File: config.mk
export PLATFORM = sky130hd
export DESIGN_NAME = if_stage
export DESIGN_NICKNAME = d
export VERILOG_FILES = /design/src/rv_isa_pkg.sv /design/src/cpu_cfg_pkg.sv /design/src/if_stage.sv
export SDC_FILE = /design/constraint.sdc
export NUM_CORES = 1
export LEC_CHECK = 0
export BUFFER_PORTS_ARGS = -buffer_cell sky130_fd_sc_hd__buf_4
export CORE_ASPECT_RATIO = 2
export CORE_MARGIN = 2
export CORE_UTILIZATION = 40
export CTS_CLUSTER_SIZE = 20
export DETAILED_ROUTE_END_ITERATION = 12
export GPL_TIMING_DRIVEN = 0
export HOLD_SLACK_MARGIN = 0.03
export PLACE_DENSITY = 0.73
export SETUP_SLACK_MARGIN = 0.3
export SYNTH_ARGS = -nofsm -noshare
export SYNTH_HDL_FRONTEND = slang
export SYNTH_SLANG_ARGS = --single-unit
export TNS_END_PERCENT = 5
File: constraint.sdc
create_clock -name clk -period 2.2 [get_ports clk]
set_clock_uncertainty 0.15 [all_clocks]
set_input_delay 0.11 -clock clk [delete_from_list [all_inputs] [get_ports clk]]
set_output_delay 0.11 -clock clk [all_outputs]
set_load 0.1 [all_outputs]
File: src/rv_isa_pkg.sv
// rv64i subset constants: widths, opcodes, funct codes, alu ops, result sources
`default_nettype none

package rv_isa_pkg;

  localparam int XLEN       = 64;
  localparam int REG_ADDR_W = 5;

  // major opcodes
  localparam logic [6:0] OPC_OP     = 7'b0110011;
  localparam logic [6:0] OPC_OP_IMM = 7'b0010011;
  localparam logic [6:0] OPC_LUI    = 7'b0110111;
  localparam logic [6:0] OPC_BRANCH = 7'b1100011;
  localparam logic [6:0] OPC_JAL    = 7'b1101111;
  localparam logic [6:0] OPC_LOAD   = 7'b0000011;
  localparam logic [6:0] OPC_STORE  = 7'b0100011;

  localparam logic [2:0] F3_ADD = 3'b000;
  localparam logic [2:0] F3_XOR = 3'b100;
  localparam logic [2:0] F3_OR  = 3'b110;
  localparam logic [2:0] F3_AND = 3'b111;
  localparam logic [2:0] F3_BEQ = 3'b000;
  localparam logic [2:0] F3_BNE = 3'b001;
  // doubleword load/store width
  localparam logic [2:0] F3_D   = 3'b011;

  localparam logic [6:0] F7_SUB = 7'b0100000;

  typedef enum logic [2:0] {
    ALU_ADD,
    ALU_SUB,
    ALU_AND,
    ALU_OR,
    ALU_XOR,
    ALU_PASS_B
  } alu_op_e;

  // where the writeback value comes from
  localparam logic [1:0] RES_ALU  = 2'd0;
  localparam logic [1:0] RES_MEM  = 2'd1;
  localparam logic [1:0] RES_LINK = 2'd2;

endpackage

`default_nettype wire

File: src/cpu_cfg_pkg.sv
// core configuration: reset pc, fetch bus response codes, data ram size
`default_nettype none

package cpu_cfg_pkg;

  localparam logic [63:0] RESET_PC = 64'h0;

  // fetch bus response codes
  localparam logic [1:0] RESP_OKAY = 2'b00;

  localparam int DMEM_WORDS = 32;
  localparam int DMEM_AW    = 5;

endpackage

`default_nettype wire

File: src/if_stage.sv
// fetch stage: pc register, fetch bus master, instruction select, trap flag
`timescale 1ns/1ps
`default_nettype none

module if_stage import rv_isa_pkg::*, cpu_cfg_pkg::*; (
  input  wire              clk,
  input  wire              i_rst_n,
  output logic             o_if_valid,
  input  wire              i_if_ready,
  input  wire [XLEN-1:0]   i_if_data_read,
  input  wire [1:0]        i_if_resp,
  output logic [XLEN-1:0]  o_if_addr,
  output logic             o_fetched_req,
  input  wire              i_fetched_ack,
  output logic [XLEN-1:0]  o_pc,
  output logic [31:0]      o_inst,
  input  wire              i_jmp,
  input  wire [XLEN-1:0]   i_jmp_addr,
  input  wire              i_executed_req,
  input  wire              i_executed_ack,
  input  wire              i_writebacked_req,
  output logic             o_writebacked_ack,
  output logic             o_trap
);

  logic            boot;
  logic            bus_accept;
  logic            jmp_q;
  logic [XLEN-1:0] jmp_addr_q;

  assign bus_accept        = o_if_valid && i_if_ready;
  assign o_if_addr         = o_pc;
  assign o_writebacked_ack = i_writebacked_req && !o_if_valid && !o_fetched_req;

  always_ff @(posedge clk) begin
    if (!i_rst_n) begin
      boot          <= 1'b1;
      o_if_valid    <= 1'b0;
      o_fetched_req <= 1'b0;
      o_trap        <= 1'b0;
      jmp_q         <= 1'b0;
      o_pc          <= RESET_PC;
    end else begin
      boot <= 1'b0;
      // first fetch right after reset
      if (boot) begin
        o_if_valid <= 1'b1;
      end
      if (bus_accept) begin
        o_if_valid <= 1'b0;
        if (i_if_resp == RESP_OKAY) begin
          o_fetched_req <= 1'b1;
        end else begin
          o_trap <= 1'b1;
        end
      end
      if (o_fetched_req && i_fetched_ack) begin
        o_fetched_req <= 1'b0;
      end
      if (i_executed_req && i_executed_ack) begin
        jmp_q <= i_jmp;
      end
      // retired, move on to the next pc
      if (i_writebacked_req && o_writebacked_ack) begin
        o_pc       <= jmp_q ? jmp_addr_q : o_pc + XLEN'(4);
        o_if_valid <= !o_trap;
      end
    end
  end

  always_ff @(posedge clk) begin
    if (bus_accept) begin
      o_inst <= o_pc[2] ? i_if_data_read[63:32] : i_if_data_read[31:0];
    end
    if (i_executed_req && i_executed_ack) begin
      jmp_addr_q <= i_jmp_addr;
    end
  end

  // stalled request keeps valid and address
  assert property (@(posedge clk) disable iff (!i_rst_n)
    o_if_valid && !i_if_ready |=> o_if_valid && $stable(o_if_addr));

endmodule

`default_nettype wire

After elaboration in Yosys (flattened, before gate mapping)
Index checks and enable logic that the tools add are counted.
{ "word_totals": {"output_inout_bits": 164, "ff_bits": 165, "in_bits": 138} }
{ "classes": {"muxes": 6, "reduce_logical": 14, "bitwise_logic": 2, "add_sub_neg": 1} }
{ "op_table": {"columns": ["op", "count"], "rows": [
  ["adder 64 x 3 -> 64 bit, second input constant", 1],
  ["2-to-1 mux 64 bit", 1],
  ["2-to-1 mux 32 bit", 1],
  ["logical AND 1 bit", 6],
  ["2-to-1 mux 1 bit", 4],
  ["AND reduction 2 bit", 2],
  ["logical NOT 1 bit", 3],
  ["nonzero test 3 bit", 1],
  ["logical NOT 2 bit", 1],
  ["NOT 1 bit", 2],
  ["OR reduction 2 bit", 1]
]} }

Longest topological paths before layout
Gate-level depths: netlist of run 1.
{ "logic_depth": {"ltp_word": 5, "depth_mapped": 9, "ltp_nobuf": 7} }

Least setup slack after synthesis of run 1
Ideal clock, no wire load.
{ "synth_timing": {"path_kind": "reg-to-reg", "start": "reg o_pc[14] (netlist: o_if_addr[14])", "end": "reg o_pc[63] (netlist: o_if_addr[63])", "synth_period_minus_slack_ns": 3.009, "path_stages_with_launch": 7, "arrival_time_ns": 2.785, "slack_ns": -0.809, "setup_time_ns": 0.075, "path_buffers": 0, "required_time_ns": 1.975, "cell_sequence": "dfxtp_1 > nand4_2 > nor4_4 > and3_1 > nand4_1 > or4_1 > a31oi_1"} }
{ "synth_between": {"elab_chain_len": 2} }
{ "synth_rtl": {"columns": ["element", "line", "rtl"], "rows": [
  ["start, declared", "if_stage.sv:15", "output logic [XLEN-1:0] o_pc,"],
  ["start signal, assigned", "if_stage.sv:65", "o_pc <= jmp_q ? jmp_addr_q : o_pc + XLEN'(4);"],
  ["adder 64 x 3 -> 64 bit", "if_stage.sv:65", null],
  ["2-to-1 mux 64 bit", "if_stage.sv:65", null]
]} }
No other way between the ends.
A chain may end at the register's enable or synchronous reset.

Final worst setup path of run 1
{ "layout_timing": {"start": "reg o_pc[2] (netlist: o_if_addr[2])", "end": "reg o_pc[49] (netlist: o_if_addr[49])"} }
Same word-level chain as after synthesis.

==> results of run 1 <==
[final cells by class]
| type | count | share of cell area |
|---|---|---|
| flip-flops and latches | 165 | 0.331 |
| repair buffers | 468 | 0.288 |
| multi-input cells | 483 | 0.252 |
| plain buffers | 115 | 0.0620 |
| clock buffers | 19 | 0.0328 |
| well taps | 262 | 0.0243 |
| clock inverters | 13 | 0.00806 |
| inverters | 10 | 0.00324 |
[cells in the final DEF, fill, tap and decap left out, types with 7 or more instances in the layout]
master / instances
sky130_fd_sc_hd__nand3_1: 25
sky130_fd_sc_hd__dlygate4sd3_1: 135
sky130_fd_sc_hd__clkbuf_16: 17
sky130_fd_sc_hd__mux2i_1: 21
sky130_fd_sc_hd__a21oi_1: 40
sky130_fd_sc_hd__clkbuf_1: 12
sky130_fd_sc_hd__buf_4: 395
sky130_fd_sc_hd__a22oi_1: 33
sky130_fd_sc_hd__o221ai_1: 8
sky130_fd_sc_hd__a221oi_1: 7
sky130_fd_sc_hd__mux2_2: 34
sky130_fd_sc_hd__nor3_1: 14
sky130_fd_sc_hd__o21ai_1: 8
sky130_fd_sc_hd__dfxtp_4: 49
sky130_fd_sc_hd__o22ai_1: 9
sky130_fd_sc_hd__or4_1: 7
sky130_fd_sc_hd__nand4_1: 29
sky130_fd_sc_hd__a31oi_1: 7
sky130_fd_sc_hd__nand2_1: 44
sky130_fd_sc_hd__a21o_1: 13
sky130_fd_sc_hd__and3_1: 10
sky130_fd_sc_hd__clkbuf_4: 10
sky130_fd_sc_hd__o21ai_0: 19
sky130_fd_sc_hd__edfxtp_1: 96
sky130_fd_sc_hd__nor2_1: 46
sky130_fd_sc_hd__or3_1: 7
sky130_fd_sc_hd__dfxtp_1: 8
sky130_fd_sc_hd__clkbuf_2: 13
sky130_fd_sc_hd__inv_1: 7
sky130_fd_sc_hd__dfxtp_2: 12
sky130_fd_sc_hd__and2_1: 10
[logic make-up after synthesis]
group	share of synthesized area
compound gates	0.148
simple gates	0.158
mux	0.0734
buf+inv	0.0886
xor+xnor	0.00217
fa+ha+maj	0.00155
flops	0.528
[stage by stage]
step / cell area (um2) / power, mW / setup slack (ns)
finish: 13500 / 9.16 / -0.117
global route: 13500 / 9.39 / -0.193
CTS: 13300 / 9.12 / -0.162
detailed placement: 10900 / 6.07 / -0.800
global placement: 10900 / 6.06 / -0.927
floorplan: 8340 / 5.38 / -0.123
[flip-flops by register name (all words and copies together) (netlist names)]
name,count
o_inst,32
jmp_q,1
o_if_addr,64
o_trap,1
o_fetched_req,1
jmp_addr_q,64
o_if_valid,1
boot,1
[power by group]
group          switching, mW  internal (mW)  leakage (nW)
Combinational           1.80          0.845          3.77
Clock                   1.27           1.57         0.259
Sequential             0.205           3.46          1.50
Total                   3.28           5.88          5.53
[worst max-delay path by stage]
stage,start,endpoint,cells past startpoint
floorplan,o_if_addr[19],o_if_addr[32],7
global placement,i_executed_req,jmp_q,4
detailed placement,o_fetched_req,o_if_addr[46],8
CTS,o_if_addr[19],o_if_addr[32],8
global route,o_if_addr[19],o_if_addr[49],8
finish,o_if_addr[2],o_if_addr[49],9
[metal layers]
metal | vias to the layer above | wire length, um | GRT usage
met5 | - | 0 | 0
met4 | 0 | 2230 | 0.206
met3 | 145 | 2420 | 0.0751
met2 | 491 | 18400 | 0.593
met1 | 4011 | 10700 | 0.288
li1 | 3860 | - | -
[worst register-to-register path, cell delays in order, from the launching register on]
cell	delay [ns]
sky130_fd_sc_hd__dfxtp_4	0.37
sky130_fd_sc_hd__buf_8	0.14
sky130_fd_sc_hd__and3_4	0.19
sky130_fd_sc_hd__buf_6	0.12
sky130_fd_sc_hd__and3_4	0.21
sky130_fd_sc_hd__nand4_1	0.18
sky130_fd_sc_hd__buf_4	0.21
sky130_fd_sc_hd__or4_1	0.40
sky130_fd_sc_hd__o21ai_1	0.15
sky130_fd_sc_hd__o2bb2ai_1	0.12
[what timing repair did]
| item | CTS | global route |
|---|---|---|
| pin swaps | 32 | 24 |
| hold buffers | 135 | 0 |
| resized for setup | 94 | 39 |
| buffers inserted | 23 | 9 |
| endpoints found under the setup margin | 100 | 83 |
| endpoints found under the hold margin | 101 | 0 |
==> results.md, run 1 <==
- The remaining global-route overflow is 0.
- The first global-routing pass estimated 49.8 mm of wire.
- The endpoint of the worst hold-timing path is o_if_addr[25].
- After synthesis, the cell types taking the most area are sky130_fd_sc_hd__edfxtp_1 36%, sky130_fd_sc_hd__dfxtp_1 17%, sky130_fd_sc_hd__buf_4 5.9%.
- The worst-skew pair later-pin latency is 0.45 ns.
- The sequential cell area is 4460 um2.
- The number of fill cells in the layout is 1481.
- The cell with the most instances after synthesis is sky130_fd_sc_hd__edfxtp_1.
- The top flip-flop cell by instance count after synthesis is sky130_fd_sc_hd__edfxtp_1.
- The area share of the leading cell type in the synthesized netlist is 0.357.
- The startpoint of the lowest-slack register-to-register path is o_if_addr[2].
- The count of nets after finishing is 1399.
- The combined buffer and inverter count along the critical path is 3.
- The floorplan step defined a die boundary enclosing 21400 um2.
- The largest area contributor in the netlist is sky130_fd_sc_hd__edfxtp_1.
- The fraction of final layout cells sized beyond drive strength 1 is 0.481.
- The final reports fail on negative setup slack.
- The class of the tightest hold or removal check is in2reg.
- Synthesis inferred 165 register bits.
- IR analysis of the VDD net gives a maximum drop of 689 uV.
- The total number of clock tree sinks is 165.
- Including well taps, the total number of placed cells is 1336.
- Buffers inserted during clock tree synthesis total 17.
- The total detailed-routing wirelength is 33.7 mm.
- The arrival time at the worst endpoint is 2.53 ns.
- The sequential share of the synthesized area is 0.528.
- The average instance in the mapped netlist occupies 10.5 um2.
- CTS built an H-tree with a depth of 4.
- The estimated wirelength of the detail-placed design is 23.1 mm.
- The detailed-route via count is 8507.
- The master cell of the clock root buffer is sky130_fd_sc_hd__clkbuf_16.
- The maximum fanout along the worst path is 9.
- The required time of the critical path is 2.42 ns.
- From left edge to right edge, the die measures 104 um.
- The pre-antenna-repair detailed-routing pass consisted of 6 iterations.
- Setup repair after global routing could not meet its margin everywhere.
- The count of buffers added on input and output ports is 301.
- TritonCTS built the clock tree.
- The startpoint of the most critical hold path is i_writebacked_req.
- The ratio of routed vias to standard cells is 5.54.
- The run finished, with violations left.
- For this design the static power due to leakage is 5.53 nW.
- The combined area of all synthesized cells is 8080 um2.
- For the pin with the worst max-slew slack, the measured transition is 0.904 ns.
- The final count of hold timing violations is 0.
- In this run, distinct cell masters in the synthesized netlist total 54.
- The worst register-to-register path has a depth of 9.
- The die height is 205 um.
- The worst hold margin is 0.113 ns.
- The count of final max-slew check failures is 0.
- The cell row count is 73.
- At the end of the flow the core is filled with cells to 0.681.
- The worst hold path passes through 5 cells.
- In the final routed layout, each cell accounts on average for 21.9 um.
- The number of antenna violations at the first check in global routing is 0.
- The remaining number of nets flagged by the antenna check after routing is 0.
- The max-capacitance violation count is 0.
- The critical path in this run is classified as reg2reg.
- The total global routing track utilization is 0.311.
- The remaining max-slew budget at the tightest pin is 0.397.
- Traced cell by cell, the critical path runs through buf_8 -> and3_4 -> buf_6 -> and3_4 -> nand4_1 -> buf_4 -> or4_1 -> o21ai_1 -> o2bb2ai_1.
- The synthesized netlist cell count is 773.
- The core region is 19800 um2.
- Summing all multi-input logic gate instances after layout gives 3400 um2.
- The initial core utilization is 0.408.
- The stage delay of the slowest cell on the critical path is 0.40 ns.
- After synthesis, the most frequently instantiated cells are 96 x sky130_fd_sc_hd__edfxtp_1, 69 x sky130_fd_sc_hd__dfxtp_1, 64 x sky130_fd_sc_hd__buf_4, 50 x sky130_fd_sc_hd__nor2_1, 47 x sky130_fd_sc_hd__nand2_1.
- The achievable clock frequency is 0.432 GHz.
- The number of antenna repair diodes is 0.
- Entering global routing, the biggest net connects 66 pins.
- The kind of capture point of the worst setup path is a flip-flop.
- The number of standard cells in the final layout excluding fillers is 1535.
- Clock-pin slew was measured on the worst setup and hold paths at 0.06 ns.
- The largest individual stage delay along the critical path comes from the cell sky130_fd_sc_hd__or4_1.
- The number of nets handed over by synthesis was 912.
- For this design the ratio of total power to cell area is 678 nW/um2.
- Counting along the longest clock path gives a buffer depth of 2.
- The worst path in the final design needs a cycle of 2.32 ns, including I/O delays and setup.
- The area growth from synthesis to layout is 67.1%.
- The weighted congestion at the end of routability-driven global placement is 0.998.
- The number of design rule violations left after detail routing is 0.
- The endpoint of the worst-slack reg-to-reg timing path is o_if_addr[49].
- Across all register-to-register paths, the minimum setup slack is -0.12 ns.
- The number of DRC violations after detailed-routing iteration 0 is 500.
- The final period utilization is 1.05.
- Setup violations remaining at the end of the flow were counted as 15.
- The number of enable flip-flop cells after synthesis is 96.
- Adding up every negative setup slack in the final design gives -0.785 ns.
- Pin placement for this block handled 302 I/O pins.
- After layout, the worst setup slack is -0.117 ns.
- The critical path's top delay family is simple AND/OR/NAND/NOR gates.
- The number of warnings reported in the yosys synthesis log is 0.
- STA classifies the critical path startpoint as a flip-flop.
- The number of global-route vias before repair is 8790.
- The critical path's most frequent cell is sky130_fd_sc_hd__and3_4.
- For this run, asynchronously set or reset flops after synthesis account for 0.
(Power assumes the default switching activity.)
==> inputs of run 2 (changes only) <==
--- a/config.mk
+++ b/config.mk
@@ -5,6 +5,7 @@
 export SDC_FILE = /design/constraint.sdc
 export NUM_CORES = 1
 export LEC_CHECK = 0
+export ABC_AREA = 1
 export BUFFER_PORTS_ARGS = -buffer_cell sky130_fd_sc_hd__buf_4
 export CORE_ASPECT_RATIO = 2
 export CORE_MARGIN = 2
@@ -13,7 +14,8 @@
 export DETAILED_ROUTE_END_ITERATION = 12
 export GPL_TIMING_DRIVEN = 0
 export HOLD_SLACK_MARGIN = 0.03
-export PLACE_DENSITY = 0.73
+export PLACE_DENSITY = 0.71
+export REMOVE_ABC_BUFFERS = 1
 export SETUP_SLACK_MARGIN = 0.3
 export SYNTH_ARGS = -nofsm -noshare
 export SYNTH_HDL_FRONTEND = slang
==> run 2 against run 1 <==
  * Largest cell class is now registers
  * Final area grew 0.43%
  * Global-route usage shrank 2.1 points
  * Die area grew 9.8%
  * Via count grew 11%
  * Core utilization shrank 6.4 points
  * Hold slack lost 0.014 ns
  * The flow now finishes without violations
==> results.md, run 2 <==
- Measured against the total synthesized area, the mux share comes to 0.
- After clock tree synthesis, the clock-pin slew on the worst setup and hold paths is 0.07 ns.
- The run finished with clean final reports.
- The number of DRC violations after detailed-routing iteration 0 is 624.
- The class of the tightest hold or removal check is in2reg.
- The proportion of power drawn by the clock network is 0.325.
- The total of buffers placed on input and output ports is 301.
- The count of final max-slew check failures is 0.
- The detailed-route via count is 9478.
- After floorplanning, the core was divided into 77 placement rows.
- The slowest stage of the critical path belongs to the cell sky130_fd_sc_hd__dfxtp_4.
- The remaining global-route overflow is 0.
- In the post-synthesis netlist, the cell with the most instances is sky130_fd_sc_hd__nand2_1.
- In the layout the commonest cells are 341 x sky130_fd_sc_hd__nand2_1, 321 x sky130_fd_sc_hd__buf_4, 139 x sky130_fd_sc_hd__nor2_1, 135 x sky130_fd_sc_hd__dlygate4sd3_1, 96 x sky130_fd_sc_hd__edfxtp_1.
- The x dimension of the die is 109 um.
- The combinational power share is 0.258.
- The power density over the cells is 640 nW/um2.
- Of all nets on the critical path, the largest fanout is 5.
- The number of antenna violations at the first check in global routing was 0.
- Setup violations remaining at the end of the flow were counted as 0.
- The completed layout was analyzed and its total power is 8.68 mW.
- STA classifies the critical path startpoint as a flip-flop.
- Of the cells placed in the final design, the portion with a size suffix greater than 1 is 0.353.
- In this run, synthesis inferred 96 flip-flops with an integrated enable.
- The largest area contributor in the netlist is sky130_fd_sc_hd__edfxtp_1.
- The remaining number of nets flagged by the antenna check after routing is 0.
- The top flip-flop cell by instance count after synthesis is sky130_fd_sc_hd__edfxtp_1.
- After routing, the total negative slack on setup checks comes to 0 ns.
- The routed design could run at a clock period as short as 1.93 ns.
- The critical path's top delay family is simple AND/OR/NAND/NOR gates.
- The number of antenna repair diodes is 0.
- After detailed routing, the number of remaining DRC violations is 0.
- In this run, distinct cell masters in the synthesized netlist total 38.
- CTS saw 165 sinks.
- The remaining max-slew budget at the tightest pin is 0.259.
- Yosys attributes the largest share of cell area to sky130_fd_sc_hd__edfxtp_1 32%, sky130_fd_sc_hd__dfxtp_1 16%, sky130_fd_sc_hd__nand2_1 15%.
- The number of clock buffers inserted by TritonCTS is 17.
- Of the total synthesized cell area, the portion taken by full adders, half adders and majority gates is 0.00141.
- The xor-xnor portion of the synthesized cell area is 0.
- The worst setup path is of the reg2reg kind.
- The most common library cell in the layout ignoring fill and taps is sky130_fd_sc_hd__nand2_1.
- Counting instances in the post-synthesis netlist gives the leading cell types as 358 x sky130_fd_sc_hd__nand2_1, 178 x sky130_fd_sc_hd__nor2_1, 96 x sky130_fd_sc_hd__edfxtp_1, 69 x sky130_fd_sc_hd__dfxtp_1.
- In this run the power spent charging and discharging nets is 2.90 mW.
- In this run the number of H-tree levels came out at 4.
- Relative to the synthesized area, the layout overhead comes to 52.5%.
- The routed length per placed instance is 19.0 um.
- The master cell of the clock root buffer is sky130_fd_sc_hd__clkbuf_16.
- The count of boundary I/O pins is 302.
- The simple logic cell fraction of the synthesized area is 0.324.
- The wire-length estimate of the detail-placed layout is 23.1 mm.
- In this run the vertical extent of the chip is 215 um.
- The first-pass GRT wire length is 50.4 mm.
- For this run, the slowest stage of the critical path takes 0.43 ns.
- The synthesized flop and latch total is 165.
- Setup repair after global routing could not meet its margin everywhere.
- The sequential share of the synthesized area is 0.480.
- During synthesis, Yosys emitted a total of 0 warnings.
- The number of global-route vias before repair is 9413.
- Across every metal layer, demand over resource in global routing totals 0.290.
- The final count of hold timing violations was 0.
- The analysis attributes to cell leakage a power of 5.76 nW.
- Entering global routing, the biggest net connects 65 pins.
- The worst-skew pair later-pin latency is 0.45 ns.
- The arrival time at the worst endpoint is 2.07 ns.
- The TritonCTS clock tree is built.
- VDD sags by at most 605 uV.
- The share of total power dissipated in sequential elements is 0.417.
- At the end of routability-driven placement, the weighted congestion stood at 0.942.
- In the routed layout, each cell is associated on average with a via count of 5.20.
- The core occupancy in the finished layout is 0.617.
- The worst hold margin is 0.0988 ns.
- The internal power of the cells totals 5.78 mW.
- The kind of capture point of the worst setup path is a flip-flop.
- The overall die area is 23500 um2.
- For this block, the routed nets add up to 34.6 mm of wire.
- The complex-gate fraction of the synthesized area is 0.0895.
- Timing would allow up to 0.519 GHz.
- The slew of the pin with the lowest slew margin is 1.11 ns.
- In this run the mean area of a mapped cell was 7.75 um2.
- Counting both buffers and inverters, the worst setup path holds a total of 1.
- The core region is 22000 um2.
- The initial utilization of the core area, before any placement, comes to 0.405.
- The tool flagged a number of max-cap violations equal to 0.
- Of the available clock period, the critical path in the final layout requires 0.876.
- The synthesized netlist cell count is 1147.
- The combined area of all synthesized cells is 8890 um2.
- At the end of the flow, the number of nets in the layout was 1672.
- Of the total power, the share spent switching nets is 0.334.
- After synthesis, the largest family of logic cells by area is simple AND/OR/NAND/NOR gates.
- The area share of the leading cell type in the synthesized netlist is 0.324.
- The share of async-settable or async-resettable flops after synthesis is 0.
- The critical path goes through ha_4 -> nand2_4 -> nor2_4 -> nand2_4 -> nor2_8 -> buf_4 -> nand3_1 -> nand2_1 -> nand3_1 -> nand2_1 -> a21oi_1.
- No sink is reached through more buffers than the 2 on the longest clock path.
- STA puts the critical path data required time at 2.34 ns.
- For this run, the detailed router's first-pass iteration total came to 5.
[run 2: cell count changes after synthesis, sizes merged, moves of 21 or more]
cell / previous run / this run
mux2: 34 / 0
nor2: 50 / 205
nand3: 33 / 63
o211ai: 0 / 25
clkbuf: 42 / 20
a22oi: 33 / 7
mux2i: 21 / 0
nand2: 47 / 379
inv: 8 / 75
nand4: 30 / 6
[run 2: metal layers]
layer,vias to the layer above,track usage,part of all wire,wire [um]
met5,-,0,0,0
met4,0,0.191,0.072,2480
met2,489,0.538,0.54,18800
met3,115,0.0628,0.064,2210
li1,4473,-,-,-
met1,4401,0.274,0.32,11100
[run 2: power by group through the flow]
stage	sequential (mW)	combinational (mW)	clock, mW
after CTS	3.62	2.21	2.85
after detailed placement	3.69	1.83	0
after floorplan	4.57	0.373	0
after global placement	3.69	1.82	0
final	3.62	2.24	2.82
after global routing	3.63	2.34	2.97
[run 2: worst register-to-register path, stage by stage, from the launching register on]
cell and delay (ns):
sky130_fd_sc_hd__dfxtp_4 0.43, sky130_fd_sc_hd__ha_4 0.17, sky130_fd_sc_hd__nand2_4 0.06, sky130_fd_sc_hd__nor2_4 0.18, sky130_fd_sc_hd__nand2_4 0.14, sky130_fd_sc_hd__nor2_8 0.18
sky130_fd_sc_hd__buf_4 0.13, sky130_fd_sc_hd__nand3_1 0.07, sky130_fd_sc_hd__nand2_1 0.07, sky130_fd_sc_hd__nand3_1 0.07, sky130_fd_sc_hd__nand2_1 0.07, sky130_fd_sc_hd__a21oi_1 0.05
[run 2: logic make-up (layout without fill, tap and decap cells)]
logic type                 after synthesis  count (layout)
AOI/OAI and AO/OA                      131             131
adders and majority gates                1               1
buffers and inverters                  180             576
DFF                                    165             165
and+or+nand+nor                        670             673
[run 2: cell type report]
| class | instances | area [um2] |
|---|---|---|
| Clock buffer | 26 | 479 |
| Multi-Input combinational cell | 805 | 4020 |
| Sequential cell | 165 | 4380 |
| Inverter | 78 | 328 |
| Timing Repair inverter | 1 | 8.76 |
| Fill cell | 1890 | 8410 |
| Clock inverter | 6 | 55.1 |
| Timing Repair Buffer | 465 | 3950 |
| Tap cell | 276 | 345 |
[run 2: per-stage QoR]
step	cells	area, um2	worst slack, ns
6_report	1822	13600	0.272
5_1_grt	1822	13600	0.180
4_1_cts	1810	13100	0.0854
3_5_place_dp	1624	10900	-1.63
3_3_place_gp	1622	10900	-4.07
2_1_floorplan	1045	8250	-2.83
[run 2: path summary, 6_finish.rpt]
check / startpoint / endpoint / slack, ns / cells past startpoint
worst max register to register: o_if_addr[2] / o_if_addr[50] / 0.27 / 11
worst min register to register: o_trap / o_trap / 0.32 / 2
worst min-delay path: i_writebacked_req / o_if_addr[50] / 0.1 / 5
worst max-delay path: o_if_addr[2] / o_if_addr[50] / 0.27 / 11
[run 2: repair_timing]
action	4_1_cts	5_1_grt
endpoints found under the hold margin	113	0
hold buffers	136	0
endpoints found under the setup margin	133	58
cloned	5	1
pin swaps	4	14
setup buffers	13	12
gates resized for setup	28	150
==> inputs of run 3 (changes only) <==
--- a/config.mk
+++ b/config.mk
@@ -5,7 +5,6 @@
 export SDC_FILE = /design/constraint.sdc
 export NUM_CORES = 1
 export LEC_CHECK = 0
-export ABC_AREA = 1
 export BUFFER_PORTS_ARGS = -buffer_cell sky130_fd_sc_hd__buf_4
 export CORE_ASPECT_RATIO = 2
 export CORE_MARGIN = 2
@@ -14,7 +13,8 @@
 export DETAILED_ROUTE_END_ITERATION = 12
 export GPL_TIMING_DRIVEN = 0
 export HOLD_SLACK_MARGIN = 0.03
-export PLACE_DENSITY = 0.71
+export PLACE_DENSITY = 0.73
+export RECOVER_POWER = 50
 export REMOVE_ABC_BUFFERS = 1
 export SETUP_SLACK_MARGIN = 0.3
 export SYNTH_ARGS = -nofsm -noshare
==> run 3 against run 2 <==
  * The flow now finishes with violations (max-capacitance violations, max-slew violations, negative setup slack)
  * Final area fell by 3.7%
  * Sequential share of layout area rose by 1.3 points
  * Die area fell by 8.9%
  * Global-route usage fell by 0.76 points
  * First-iteration DRC count fell by 17%
  * Flip-flop and latch count did not move
  * Critical endpoint is now o_if_addr[25]
==> results.md, run 3 (synthesized netlist as in run 1, its figures left out) <==
- The run finished, with violations left.
- The final reports fail on max-capacitance violations, max-slew violations, negative setup slack.
- Counting the buffers created by CTS gives 17.
- The slew of the pin with the lowest slew margin is 1.93 ns.
- The arrival time at the worst endpoint is 2.43 ns.
- The die is 104 um wide.
- After clock tree synthesis, the clock-pin slew on the worst setup and hold paths is 0.06 ns.
- The number of global-route vias before repair is 8250.
- The first-pass GRT wire length is 46.0 mm.
- Of the cells placed in the final design, the portion with a size suffix greater than 1 is 0.452.
- The synthesis-to-layout area growth is 61.7%.
- Of the total power, registers draw 0.399.
- The final setup slack of the worst path is -0.0485 ns.
- The endpoint identified for the worst register-to-register timing path is o_if_addr[25].
- Leaving out fill and tap cells, the most frequent cells in the layout are 273 x sky130_fd_sc_hd__buf_4, 136 x sky130_fd_sc_hd__dlygate4sd3_1, 96 x sky130_fd_sc_hd__edfxtp_1, 64 x sky130_fd_sc_hd__clkbuf_4, 44 x sky130_fd_sc_hd__nor2_1.
- Setup repair after global routing could not meet its margin everywhere.
- The class of the tightest hold or removal check is in2reg.
- The final layout contains routed wiring with a total length of 31.1 mm.
- The maximum number of pins on one net before global-route repair is 53.
- The slack of the worst reg-to-reg path is -0.05 ns.
- Dividing the detail-routed wire length by the instance count gives 21.6 um.
- The cell row count is 73.
- For this run the aggregate overflow at the end of global routing stands at 0.
- Counting I/O delays and the setup requirement, the final critical path takes 2.25 ns.
- The count of final max-slew check failures is 24.
- During placement, the flow inserted port buffers numbering 301.
- In the finished design, the share of the clock period the worst path needs comes to 1.02.
- The initial core utilization is 0.408.
- The layout has 1387 filler cells.
- The largest vdd supply drop is 621 uV.
- The first-pass iteration count of the detailed router is 6.
- The combinational power share is 0.277.
- The number of antenna repair diodes is 0.
- The final count of hold timing violations came to 0.
- The detailed router finished its first iteration with 518 violations.
- For this run, the total global-route usage over all layers was measured as 0.283.
- In this run the power density over the cells is 704 nW/um2.
- The element type at the critical path start is a flip-flop.
- The count of boundary I/O pins is 302.
- The die covers 21400 um2.
- The worst hold margin is 0.0371 ns.
- The congestion estimate from routability-driven global placement came to 0.919.
- The analysis attributes to cell leakage a power of 5.16 nW.
- The depth of the worst register-to-register path is 8.
- STA classifies the critical path endpoint as a flip-flop.
- The max-capacitance violation count is 1.
- Summed over all nets, the half-perimeter wirelength after detailed placement is 17.9 mm.
- In this run the worst setup path begins at o_if_addr[13].
- The core occupancy in the finished layout is 0.659.
- After detailed routing, the number of vias per cell comes to 5.65.
- No sink is reached through more buffers than the 2 on the longest clock path.
- Power comes to 9.19 mW.
- In this run the tightest slew margin relative to its limit is -0.286.
- The remaining number of nets flagged by the antenna check after routing is 0.
- In this run the standard cell core region covers 19800 um2.
- The H-tree generated during clock tree synthesis spans 4 levels.
- The proportion of power drawn by the clock network is 0.324.
- The TritonCTS clock tree is built.
- Leaving out fill and tap cells, the most frequent cell in the layout is sky130_fd_sc_hd__buf_4.
- The die height is 205 um.
- Of the total power, the share spent switching nets is 0.353.
- At the later pin of the worst-skew pair, clock insertion delay measures 0.45 ns.
- The internal power consumption is 5.95 mW.
- Following the worst setup path forward leads to its endpoint at o_if_addr[25].
- At the worst endpoint, the required time is 2.38 ns.
- Timing would allow up to 0.445 GHz.
- The startpoint identified for the worst register-to-register timing path is o_if_addr[13].
- In this run the power spent charging and discharging nets is 3.24 mW.
- The net count of the finished layout is 1308.
- By startpoint and endpoint, the worst setup path is classified as reg2reg.
- In this run the clock root is driven by a sky130_fd_sc_hd__clkbuf_16.
- The detailed router placed 8163 vias in this run.
- The clock net in this run drives a total of 165 sinks.
- The number of antenna violations at the first check in global routing is 0.
- In the routed design, unresolved DRC markers number 0.
- Setup violations remaining at the end of the flow were counted as 5.
- The maximum fanout along the worst path is 7.
==> run 3: changes by cell type in the layout (fill, tap and decap cells not counted), moves of 32 or more <==
cell	previous run	this run
sky130_fd_sc_hd__clkbuf_4	0	64
sky130_fd_sc_hd__inv_1	62	6
sky130_fd_sc_hd__buf_4	321	273
sky130_fd_sc_hd__nand3_1	58	26
sky130_fd_sc_hd__nand2_1	341	42
sky130_fd_sc_hd__nor2_2	41	3
sky130_fd_sc_hd__mux2_2	0	34
sky130_fd_sc_hd__nor2_1	139	44
==> run 3: per-layer routing <==
metal | global-route usage | part of all wire | vias to the layer above
met2 | 0.543 | 0.55 | 473
li1 | - | - | 3668
met4 | 0.156 | 0.050 | 0
met5 | 0 | 0 | -
met1 | 0.273 | 0.32 | 3925
met3 | 0.0646 | 0.075 | 97
==> run 3: layout make-up <==
cell class | instances | area [um2] | area share
flip-flops and latches | 165 | 4390 | 0.336
repair buffers | 490 | 4210 | 0.322
multi-input cells | 484 | 3480 | 0.267
clock buffers | 20 | 447 | 0.0342
well taps | 262 | 328 | 0.0251
clock inverters | 12 | 129 | 0.00987
inverters | 10 | 72.6 | 0.00556
repair inverters | 1 | 7.51 | 0.000575
==> run 3: power groups by stage <==
stage                     combinational (mW)  sequential (mW)  clock, mW
after global routing                    2.62             3.69       3.10
after global placement                  2.13             3.75          0
final                                   2.54             3.67       2.98
after CTS                               2.49             3.67       2.99
after floorplan                        0.374             4.91          0
after detailed placement                2.17             3.75          0
==> run 3: worst max-delay path, cell delays in order, from the launching register on <==
cell and delay [ns]:
sky130_fd_sc_hd__dfxtp_4 0.39, sky130_fd_sc_hd__nand4_4 0.14, sky130_fd_sc_hd__nor4_4 0.32, sky130_fd_sc_hd__buf_6 0.20
sky130_fd_sc_hd__buf_12 0.12, sky130_fd_sc_hd__nand2_2 0.06, sky130_fd_sc_hd__or4_1 0.41, sky130_fd_sc_hd__a21o_1 0.21
sky130_fd_sc_hd__a21oi_1 0.13
==> run 3: how the worst min path moves through the flow <==
stage,endpoint,start,cells past startpoint,slack [ns]
after floorplan,jmp_addr_q[0],i_jmp_addr[0],0,0.06
after global placement,jmp_addr_q[1],i_jmp_addr[1],1,0.14
after detailed placement,jmp_addr_q[10],i_jmp_addr[10],1,0.14
after CTS,o_if_addr[56],i_rst_n,3,-0.06
after global routing,o_if_addr[52],i_writebacked_req,4,0.06
final,o_if_addr[52],i_writebacked_req,4,0.04
==> run 3: what timing repair did <==
item | 4_1_cts | 5_1_grt
hold endpoints to repair | 118 | 6
gates resized for setup | 142 | 39
setup endpoints to repair | 100 | 94
cloned | 3 | 0
buffers inserted | 38 | 10
hold buffers | 135 | 1
pin swaps | 44 | 40
==> run 3: per-stage QoR <==
step | instances | setup TNS [ns] | worst slack (ns) | instance area (um2)
4_1_cts | 1433 | -0.107 | -0.0603 | 12800
2_1_floorplan | 658 | -223.50 | -3.44 | 7400
3_5_place_dp | 1225 | -76.39 | -1.92 | 10100
6_report | 1444 | -0.146 | -0.0485 | 13100
3_3_place_gp | 1221 | -356.64 | -4.76 | 9990
5_1_grt | 1444 | -0.775 | -0.115 | 13100
